$ cat src/common/load_pkg.sv
`default_nettype none

package load_pkg;

	localparam int XLEN = 32;

	typedef logic [XLEN-1:0] xlen_t; // operands, addresses, results
	typedef logic [63:0]     word_t; // cache word and memory beat

	// low two bits give the access width and the top bit selects zero-extension
	typedef logic [2:0] mem_size_t;

	typedef logic [5:0] tag_t; // physical destination register

	localparam logic [1:0] SIZE_BYTE = 2'd0;
	localparam logic [1:0] SIZE_HALF = 2'd1;
	localparam logic [1:0] SIZE_WORD = 2'd2;

	typedef struct packed {
		tag_t      dest_tag;
		mem_size_t mem_size;
		logic      valid;
	} load_packet_t;

	typedef enum logic [2:0] {
		IDLE,
		LOOKUP,   // array output of the registered address is checked
		MISS_REQ, // first beats of the requested line may arrive
		REFILL,
		REREAD    // complete line is read back from storage
	} dcache_state_e;

endpackage

`default_nettype wire

$ cat src/load_unit/load_unit.sv
`timescale 1ns/1ps
`default_nettype none

module load_unit (
	input  logic                  clock,
	input  logic                  reset,
	input  logic                  start,
	input  load_pkg::xlen_t       opa,
	input  load_pkg::xlen_t       opb,
	input  load_pkg::load_packet_t packet_in,
	input  load_pkg::word_t       cache_data,
	input  logic                  cache_done,
	output logic                  cache_req,
	output load_pkg::xlen_t       cache_addr,
	output load_pkg::xlen_t       result,
	output load_pkg::load_packet_t packet_out,
	output logic                  busy,
	output logic                  done
);
	import load_pkg::*;

	load_packet_t packet_q;    // packet of the load in flight
	logic [2:0]   offset_q;    // byte offset inside the 64-bit word
	word_t        shifted;     // addressed field moved down to bit 0
	logic [1:0]   size_code;
	logic         is_unsigned;

	assign cache_addr = opa + opb;
	assign cache_req  = start && !busy; // a start while busy is dropped
	assign done       = cache_done;
	assign packet_out = packet_q;

	always_ff @(posedge clock) begin
		if (reset) begin
			busy <= 1'b0;
		end else if (cache_req) begin
			busy <= 1'b1;
		end else if (cache_done) begin
			busy <= 1'b0;
		end
	end

	always_ff @(posedge clock) begin
		if (cache_req) begin
			packet_q <= packet_in;
			offset_q <= cache_addr[2:0];
		end
	end

	assign shifted     = cache_data >> {offset_q, 3'b000};
	assign size_code   = packet_q.mem_size[1:0];
	assign is_unsigned = packet_q.mem_size[2];

	// extension follows the size latched at start
	always_comb begin
		case (size_code)
			SIZE_BYTE: begin
				result = {{(XLEN-8){!is_unsigned && shifted[7]}}, shifted[7:0]};
			end
			SIZE_HALF: begin
				result = {{(XLEN-16){!is_unsigned && shifted[15]}}, shifted[15:0]};
			end
			SIZE_WORD: begin
				result = shifted[XLEN-1:0]; // full width needs no extension
			end
			default: begin
				result = '0; // doubleword loads are not handled here
			end
		endcase
	end

endmodule

`default_nettype wire

$ cat src/dcache/dcache_array.sv
`timescale 1ns/1ps
`default_nettype none

module dcache_array #(
	parameter int NUM_SETS   = 16,
	parameter int LINE_BEATS = 4
) (
	input  logic                          clock,
	input  logic                          reset,
	input  logic                          read_en,
	input  load_pkg::xlen_t               read_addr,
	input  logic                          fill_en,
	input  logic [$clog2(LINE_BEATS)-1:0] fill_beat,
	input  load_pkg::word_t               fill_data,
	input  logic                          fill_last,
	output logic                          hit,
	output load_pkg::word_t               read_data
);
	import load_pkg::*;

	localparam int OFF_W    = $clog2(LINE_BEATS);
	localparam int INDEX_W  = $clog2(NUM_SETS);
	localparam int LINE_LSB = 3 + OFF_W;
	localparam int TAG_W    = XLEN - LINE_LSB - INDEX_W;

	logic [TAG_W-1:0] tag_mem  [NUM_SETS];
	word_t            data_mem [NUM_SETS][LINE_BEATS];
	logic [NUM_SETS-1:0] valid_q;

	// registered lookup address and target set of a refill
	logic [TAG_W-1:0]   tag_q;
	logic [INDEX_W-1:0] index_q;
	logic [OFF_W-1:0]   word_q;

	always_ff @(posedge clock) begin
		if (read_en) begin
			{tag_q, index_q, word_q} <= read_addr[XLEN-1:3];
		end
	end

	always_ff @(posedge clock) begin
		if (reset) begin
			valid_q <= '0;
		end else if (fill_en && fill_last) begin
			valid_q[index_q] <= 1'b1;
		end
	end

	// the slot ahead of the counter may take a stray word between beats;
	// the real beat lands there before the line is marked valid
	always_ff @(posedge clock) begin
		if (fill_en) begin
			data_mem[index_q][fill_beat] <= fill_data;
		end
		if (fill_en && fill_last) begin
			tag_mem[index_q] <= tag_q; // old line in this set is gone
		end
	end

	assign hit       = valid_q[index_q] && (tag_mem[index_q] == tag_q);
	assign read_data = data_mem[index_q][word_q];

endmodule

`default_nettype wire

$ cat src/dcache/dcache_ctrl.sv
`timescale 1ns/1ps
`default_nettype none

module dcache_ctrl #(
	parameter int NUM_SETS   = 16,
	parameter int LINE_BEATS = 4
) (
	input  logic            clock,
	input  logic            reset,
	input  logic            cache_req,
	input  load_pkg::xlen_t cache_addr,
	input  logic            hit,
	input  logic            last_beat,
	output logic            read_en,
	output load_pkg::xlen_t read_addr,
	output logic            fill_en,
	output logic            count_clear,
	output logic            mem_req,
	output load_pkg::xlen_t mem_addr,
	output logic            cache_done
);
	import load_pkg::*;

	localparam int LINE_LSB = 3 + $clog2(LINE_BEATS);
	localparam int INDEX_W  = $clog2(NUM_SETS);
	localparam int TAG_W    = XLEN - LINE_LSB - INDEX_W;

	dcache_state_e state;
	dcache_state_e state_next;

	// the missing line is tracked by tag and set
	logic [TAG_W-1:0]    req_tag;
	logic [INDEX_W-1:0]  req_index;
	logic [LINE_LSB-1:0] req_offset;
	logic                miss;

	always_ff @(posedge clock) begin
		if (state == IDLE && cache_req) begin
			{req_tag, req_index, req_offset} <= cache_addr;
		end
	end

	always_ff @(posedge clock) begin
		if (reset) begin
			state <= IDLE;
		end else begin
			state <= state_next;
		end
	end

	always_comb begin
		state_next = state;
		case (state)
			IDLE: begin
				if (cache_req) begin
					state_next = LOOKUP;
				end
			end
			LOOKUP:   state_next = hit ? IDLE : MISS_REQ;
			MISS_REQ: state_next = REFILL; // beats may already be arriving
			REFILL: begin
				if (last_beat) begin
					state_next = REREAD;
				end
			end
			REREAD:   state_next = LOOKUP;
			default:  state_next = IDLE;
		endcase
	end

	assign miss = (state == LOOKUP) && !hit;

	// first lookup comes straight from the load unit and the second from the held request
	assign read_en   = (state == IDLE && cache_req) || (state == REREAD);
	assign read_addr = (state == REREAD) ? {req_tag, req_index, req_offset} : cache_addr;

	assign mem_req     = miss;
	assign count_clear = miss; // counter starts from zero in MISS_REQ
	assign mem_addr    = {req_tag, req_index, {LINE_LSB{1'b0}}};
	assign fill_en     = (state == MISS_REQ) || (state == REFILL);
	assign cache_done  = (state == LOOKUP) && hit;

endmodule

`default_nettype wire

$ cat src/dcache/refill_counter.sv
`timescale 1ns/1ps
`default_nettype none

module refill_counter #(
	parameter int LINE_BEATS = 4
) (
	input  logic                          clock,
	input  logic                          reset,
	input  logic                          clear,
	input  logic                          beat_valid,
	output logic [$clog2(LINE_BEATS)-1:0] beat,
	output logic                          last_beat
);

	always_ff @(posedge clock) begin
		if (reset || clear) begin
			beat <= '0;
		end else if (beat_valid) begin
			beat <= beat + 1'b1; // wraps to zero after the final beat
		end
	end

	assign last_beat = beat_valid && (beat == $clog2(LINE_BEATS)'(LINE_BEATS - 1));

endmodule

`default_nettype wire

$ cat src/load_subsystem.sv
`timescale 1ns/1ps
`default_nettype none

module load_subsystem #(
	parameter int NUM_SETS   = 16,
	parameter int LINE_BEATS = 4
) (
	input  logic                   clock,
	input  logic                   reset,
	input  logic                   start,
	input  load_pkg::xlen_t        opa,
	input  load_pkg::xlen_t        opb,
	input  load_pkg::load_packet_t packet_in,
	output load_pkg::xlen_t        result,
	output load_pkg::load_packet_t packet_out,
	output logic                   done,
	output logic                   busy,
	output logic                   mem_req,
	output load_pkg::xlen_t        mem_addr,
	input  load_pkg::word_t        mem_data,
	input  logic                   mem_data_valid
);
	import load_pkg::*;

	logic  cache_req;
	xlen_t cache_addr;
	logic  cache_done;
	word_t read_data;
	logic  hit;
	logic  read_en;
	xlen_t read_addr;
	logic  fill_en;
	logic  count_clear;
	logic  last_beat;
	logic [$clog2(LINE_BEATS)-1:0] beat;

	load_unit u_load_unit (
		.clock      (clock),
		.reset      (reset),
		.start      (start),
		.opa        (opa),
		.opb        (opb),
		.packet_in  (packet_in),
		.cache_data (read_data),
		.cache_done (cache_done),
		.cache_req  (cache_req),
		.cache_addr (cache_addr),
		.result     (result),
		.packet_out (packet_out),
		.busy       (busy),
		.done       (done)
	);

	dcache_ctrl #(
		.NUM_SETS   (NUM_SETS),
		.LINE_BEATS (LINE_BEATS)
	) u_dcache_ctrl (
		.clock       (clock),
		.reset       (reset),
		.cache_req   (cache_req),
		.cache_addr  (cache_addr),
		.hit         (hit),
		.last_beat   (last_beat),
		.read_en     (read_en),
		.read_addr   (read_addr),
		.fill_en     (fill_en),
		.count_clear (count_clear),
		.mem_req     (mem_req),
		.mem_addr    (mem_addr),
		.cache_done  (cache_done)
	);

	refill_counter #(
		.LINE_BEATS (LINE_BEATS)
	) u_refill_counter (
		.clock      (clock),
		.reset      (reset),
		.clear      (count_clear),
		.beat_valid (mem_data_valid),
		.beat       (beat),
		.last_beat  (last_beat)
	);

	dcache_array #(
		.NUM_SETS   (NUM_SETS),
		.LINE_BEATS (LINE_BEATS)
	) u_dcache_array (
		.clock     (clock),
		.reset     (reset),
		.read_en   (read_en),
		.read_addr (read_addr),
		.fill_en   (fill_en),
		.fill_beat (beat),
		.fill_data (mem_data),
		.fill_last (last_beat),
		.hit       (hit),
		.read_data (read_data)
	);

endmodule

`default_nettype wire

$ cat config.mk
export PLATFORM = sky130hd
export DESIGN_NAME = load_subsystem
export DESIGN_NICKNAME = d
export VERILOG_FILES = /design/src/common/load_pkg.sv /design/src/load_unit/load_unit.sv /design/src/dcache/dcache_array.sv /design/src/dcache/dcache_ctrl.sv /design/src/dcache/refill_counter.sv /design/src/load_subsystem.sv
export SDC_FILE = /design/constraint.sdc
export NUM_CORES = 2
export LEC_CHECK = 0
export BUFFER_PORTS_ARGS = -buffer_cell sky130_fd_sc_hd__buf_4
export CAP_MARGIN = 30
export CELL_PAD_IN_SITES_DETAIL_PLACEMENT = 1
export CELL_PAD_IN_SITES_GLOBAL_PLACEMENT = 1
export CORE_UTILIZATION = 51
export CTS_CLUSTER_DIAMETER = 40
export DETAILED_ROUTE_END_ITERATION = 12
export GPL_TIMING_DRIVEN = 0
export PLACE_DENSITY_LB_ADDON = 0.25
export SYNTH_ARGS = -nofsm -noshare
export SYNTH_HDL_FRONTEND = slang
export SYNTH_MEMORY_MAX_BITS = 65536
export SYNTH_SLANG_ARGS = --single-unit
$ cat constraint.sdc
create_clock -name clock -period 4.2 [get_ports clock]
set_input_delay 0.84 -clock clock [delete_from_list [all_inputs] [get_ports clock]]
set_output_delay 0.84 -clock clock [all_outputs]
set_load 0.03 [all_outputs]
==> out/summary.log <==
[run_status] outcome complete, but fails checks
[run_status] failing checks setup timing
[timing] Worst-Margin Slew 1210 ps
[logic_synthesis] unique cell type count in the Yosys netlist 72
[cts] CTS root buf sky130_fd_sc_hd__clkbuf_16
[grt] first-pass GRT wire length 920 mm
[floorplan] Die X 591 µm
[flow_run] max capacitance violation total 0
[cells_and_area] final instance area 219000 µm²
[logic_synthesis] top flip-flop cell by instance count after synthesis sky130_fd_sc_hd__edfxtp_1
[cts] CTS clock-pin slew for the worst setup and hold paths 60 ps
[cells_and_area] fraction of layout cells with a size suffix above 1 40.2%
[timing] final count of negative-setup-slack endpoints 66
[logic_synthesis] count of flip-flops with a built-in enable after synthesis 4535
[hold_path] startpoint of the most critical hold path start
[setup_path] Worst EP required 3360 ps
[logic_synthesis] Yosys warnings 0
[setup_path] critical register-to-register path endpoint u_refill_counter.beat[1]
[routing] count of vias placed by the detailed router 103000
[floorplan] starting utilization of the core area 51.4%
[cells_and_area] area grow syn2layout 23.7%
[setup_path] element type at the critical path end output port
[setup_path] Register-to-Register Setup Slack -130 ps
[setup_path] number of cell instances on the worst register-to-register path 18
[timing] max-slew violation count 0
[cts] clock tree from TritonCTS done
[routing] residual DRC count 0
[cells_and_area] fin nets 8993
[cells_and_area] most frequent standard cell in the layout excluding fill and tap cells sky130_fd_sc_hd__edfxtp_1
[routing] routed vias/inst 7.41
[cts] total number of clock tree sinks 4561
[logic_synthesis] Cell Area, Synth 177000 µm²
[routing] antenna violation net count after detailed routing 0
[timing] unrepaired setup endpoints after global routing true
[cells_and_area] end-of-flow core utilization 63.5%
[floorplan] Die Footprint 349000 µm²
[setup_path] CP Data Arrival Time 5290 ps
[cells_and_area] sequential cell area 137000 µm²
[cells_and_area] commonest cells after routing, fill and taps aside 4535 x sky130_fd_sc_hd__edfxtp_1, 1386 x sky130_fd_sc_hd__mux4_2, 589 x sky130_fd_sc_hd__clkbuf_16, 375 x sky130_fd_sc_hd__buf_12, 366 x sky130_fd_sc_hd__buf_4
[timing] relative slew slack 19.4%
[floorplan] height of the chip 591 µm
[pwr] fraction of power spent switching nets 27.4%
[pwr] sequential power share 41.9%
[timing] period utilization 146%
[cts] maximum buffer depth of the clock tree 4
[floorplan] total I/O pin count 219
[timing] Fin. Hold Viols 0
[logic_synthesis] sequential area share after synthesis 77.3%
[grt] total congestion overflow after global routing 0
[pwr] leakage power figure 70.4 nW
[pwr] power per cell area 553 nW/µm²
[timing] final critical path time including I/O delays and setup 6130 ps
[placement] total cell area at the placement stage 193000 µm²
[pwr] total internal power 87.7 mW
[setup_path] critical-path maximum fanout 10
[pwr] relative contribution of combinational cells to total power 16.6%
[grt] Total Routing Usage GR 40.1%
[hold_path] hold-critical path endpoint u_load_unit.busy
[routing] average wire length per cell after detail routing 51.2 µm
[routing] count of TritonRoute iterations in the first routing pass 8
[pwr] power dissipated by switching net loads 33.1 mW
[setup_path] launching element type of the critical path flop
[grt] maximum number of pins on one net before global-route repair 65
[logic_synthesis] Async S/R FF share, synth 0%
[logic_synthesis] flip-flop and latch count after synthesis 4561
[timing] max frequency 163 MHz
[timing] worst-case clock skew 62.9 ps
[hold_path] type of the worst min-delay path input pin to flop
[cts] TritonCTS Buffers 558
[placement] Final Wtd Congestion 0.883
[cts] clock latency at the later pin of the worst-skew pair 1110 ps
[logic_synthesis] cell count after synthesis 7414
[pwr] worst IR drop on VDD 0.487 mV
[routing] detailed router's first-iteration violation count 19400
[setup_path] Critical Setup Path Class flop to output port
[pwr] Clk pwr share 41.6%
[grt] via count of the first global-routing pass 102000
[cells_and_area] fill cell count 26900
[hold_path] hold path cells 3
[floorplan] Core Rows 215
[cells_and_area] combined area of the multi-input logic cells 39900 µm²
[logic_synthesis] average footprint of a synthesized cell 23.8 µm²
[floorplan] total core area 344000 µm²
[timing] setup ws final -1930 ps
[placement] number of port buffers 213
[placement] total half-perimeter wirelength after legalization and detailed placement 431 mm
[grt] antenna violations before repair 30
[cts] CTS HTree Levels 6
[routing] DRT Wirelength 708 mm
## critical path, cell delays in order (launching register included)
cell	delay [ps]
sky130_fd_sc_hd__dfxtp_4	450
sky130_fd_sc_hd__buf_6	250
sky130_fd_sc_hd__buf_8	210
sky130_fd_sc_hd__buf_12	210
sky130_fd_sc_hd__buf_12	230
sky130_fd_sc_hd__clkbuf_2	420
sky130_fd_sc_hd__buf_6	240
sky130_fd_sc_hd__mux4_2	390
sky130_fd_sc_hd__mux4_2	610
sky130_fd_sc_hd__nand2_1	110
sky130_fd_sc_hd__o21ai_1	70
sky130_fd_sc_hd__a21oi_1	190
sky130_fd_sc_hd__a21oi_1	110
sky130_fd_sc_hd__o21ai_1	190
sky130_fd_sc_hd__nand2_2	250
sky130_fd_sc_hd__buf_6	220
## area by class of cell
| cell class | count | area share (%) |
|---|---|---|
| repair buffers | 837 | 5.68 |
| well taps | 4557 | 2.61 |
| flip-flops and latches | 4561 | 62.5 |
| inverters | 18 | 0.0321 |
| multi-input cells | 2457 | 18.3 |
| clock buffers | 641 | 6.72 |
| plain buffers | 382 | 2.30 |
| clock inverters | 373 | 1.84 |
| diodes | 18 | 0.0206 |
## power by group through the flow
stage          Clock (mW)  Sequential, mW  Combinational (mW)
2_1_floorplan           0            51.5                8.65
3_3_place_gp            0            51.5                15.0
3_5_place_dp            0            51.5                15.7
4_1_cts              49.4            50.6                18.4
5_1_grt              51.3            50.6                20.1
6_report             50.2            50.6                20.0
## timing repair
item / in CTS / in global routing
gates cloned: 6 / 8
endpoints found under the setup margin: 38 / 37
hold buffers: 11 / 0
resized for setup: 1021 / 143
pin swaps: 45 / 50
endpoints found under the hold margin: 11 / 0
setup buffers: 122 / 82
## through the flow
stage | total power, mW | hold slack (ps) | TNS (ps) | setup WS, ps | instances
5_1_grt | 122 | 131 | -60640 | -1890 | 13800
4_1_cts | 118 | 75.8 | -56850 | -1790 | 13700
3_5_place_dp | 67.2 | 457 | -102050 | -3500 | 12600
6_report | 121 | 109 | -62730 | -1930 | 13800
3_3_place_gp | 66.5 | 443 | - | -7830 | 12200
2_1_floorplan | 60.1 | 435 | -371310 | -150 | 7418
## worst max path at each step
stage / startpoint / end / cells after the start
floorplan: u_dcache_array.index_q[0] / u_dcache_array.data_mem[13][0] / 4
global placement: u_dcache_array.index_q[0] / u_dcache_array.data_mem[9][242] / 4
detailed placement: flop / result[10] / 14
CTS: flop / result[12] / 14
global route: flop / result[4] / 16
finish: flop / result[8] / 15
## kinds of logic after synthesis
logic type      share of synthesized area (%)
buf+inv                                  1.21
mux                                      18.4
other cells                           0.00212
flops                                    77.3
compound gates                           1.27
fa+ha+maj                               0.259
xor+xnor                                0.263
simple gates                             1.28
## routing by layer
metal | routed length (µm) | GRT usage (%)
met1 | 223000 | 49.4
met2 | 316000 | 60.0
met3 | 106000 | 13.2
met4 | 62500 | 28.8
met5 | 646 | 0.149
## state kept, by name, indices dropped and copies added (netlist names), named ones only
register and flops:
u_dcache_ctrl.req_index 4, u_dcache_ctrl.req_tag 23, u_load_unit.offset_q 3, u_dcache_array.tag_q 23, u_dcache_array.data_mem 4096, u_load_unit.busy 1, u_dcache_ctrl.state 3, u_load_unit.packet_out 10
u_dcache_array.word_q 2, u_dcache_ctrl.req_offset 2, u_dcache_array.valid_q 16, u_refill_counter.beat 2, u_dcache_array.tag_mem 368, u_dcache_array.index_q 4
## synth_stat cells, types with 41 or more instances
| master | count | area [µm²] |
|---|---|---|
| sky130_fd_sc_hd__a21oi_1 | 95 | 475 |
| sky130_fd_sc_hd__a22oi_1 | 53 | 398 |
| sky130_fd_sc_hd__buf_1 | 44 | 165 |
| sky130_fd_sc_hd__buf_2 | 130 | 651 |
| sky130_fd_sc_hd__buf_4 | 41 | 308 |
| sky130_fd_sc_hd__clkbuf_1 | 128 | 480 |
| sky130_fd_sc_hd__edfxtp_1 | 4535 | 136000 |
| sky130_fd_sc_hd__mux2i_1 | 102 | 1020 |
| sky130_fd_sc_hd__mux4_2 | 1386 | 31200 |
| sky130_fd_sc_hd__nand2_1 | 190 | 713 |
| sky130_fd_sc_hd__nor2_1 | 170 | 638 |
| sky130_fd_sc_hd__xnor2_1 | 46 | 403 |
Note: power is estimated with default switching activity, not from simulation.
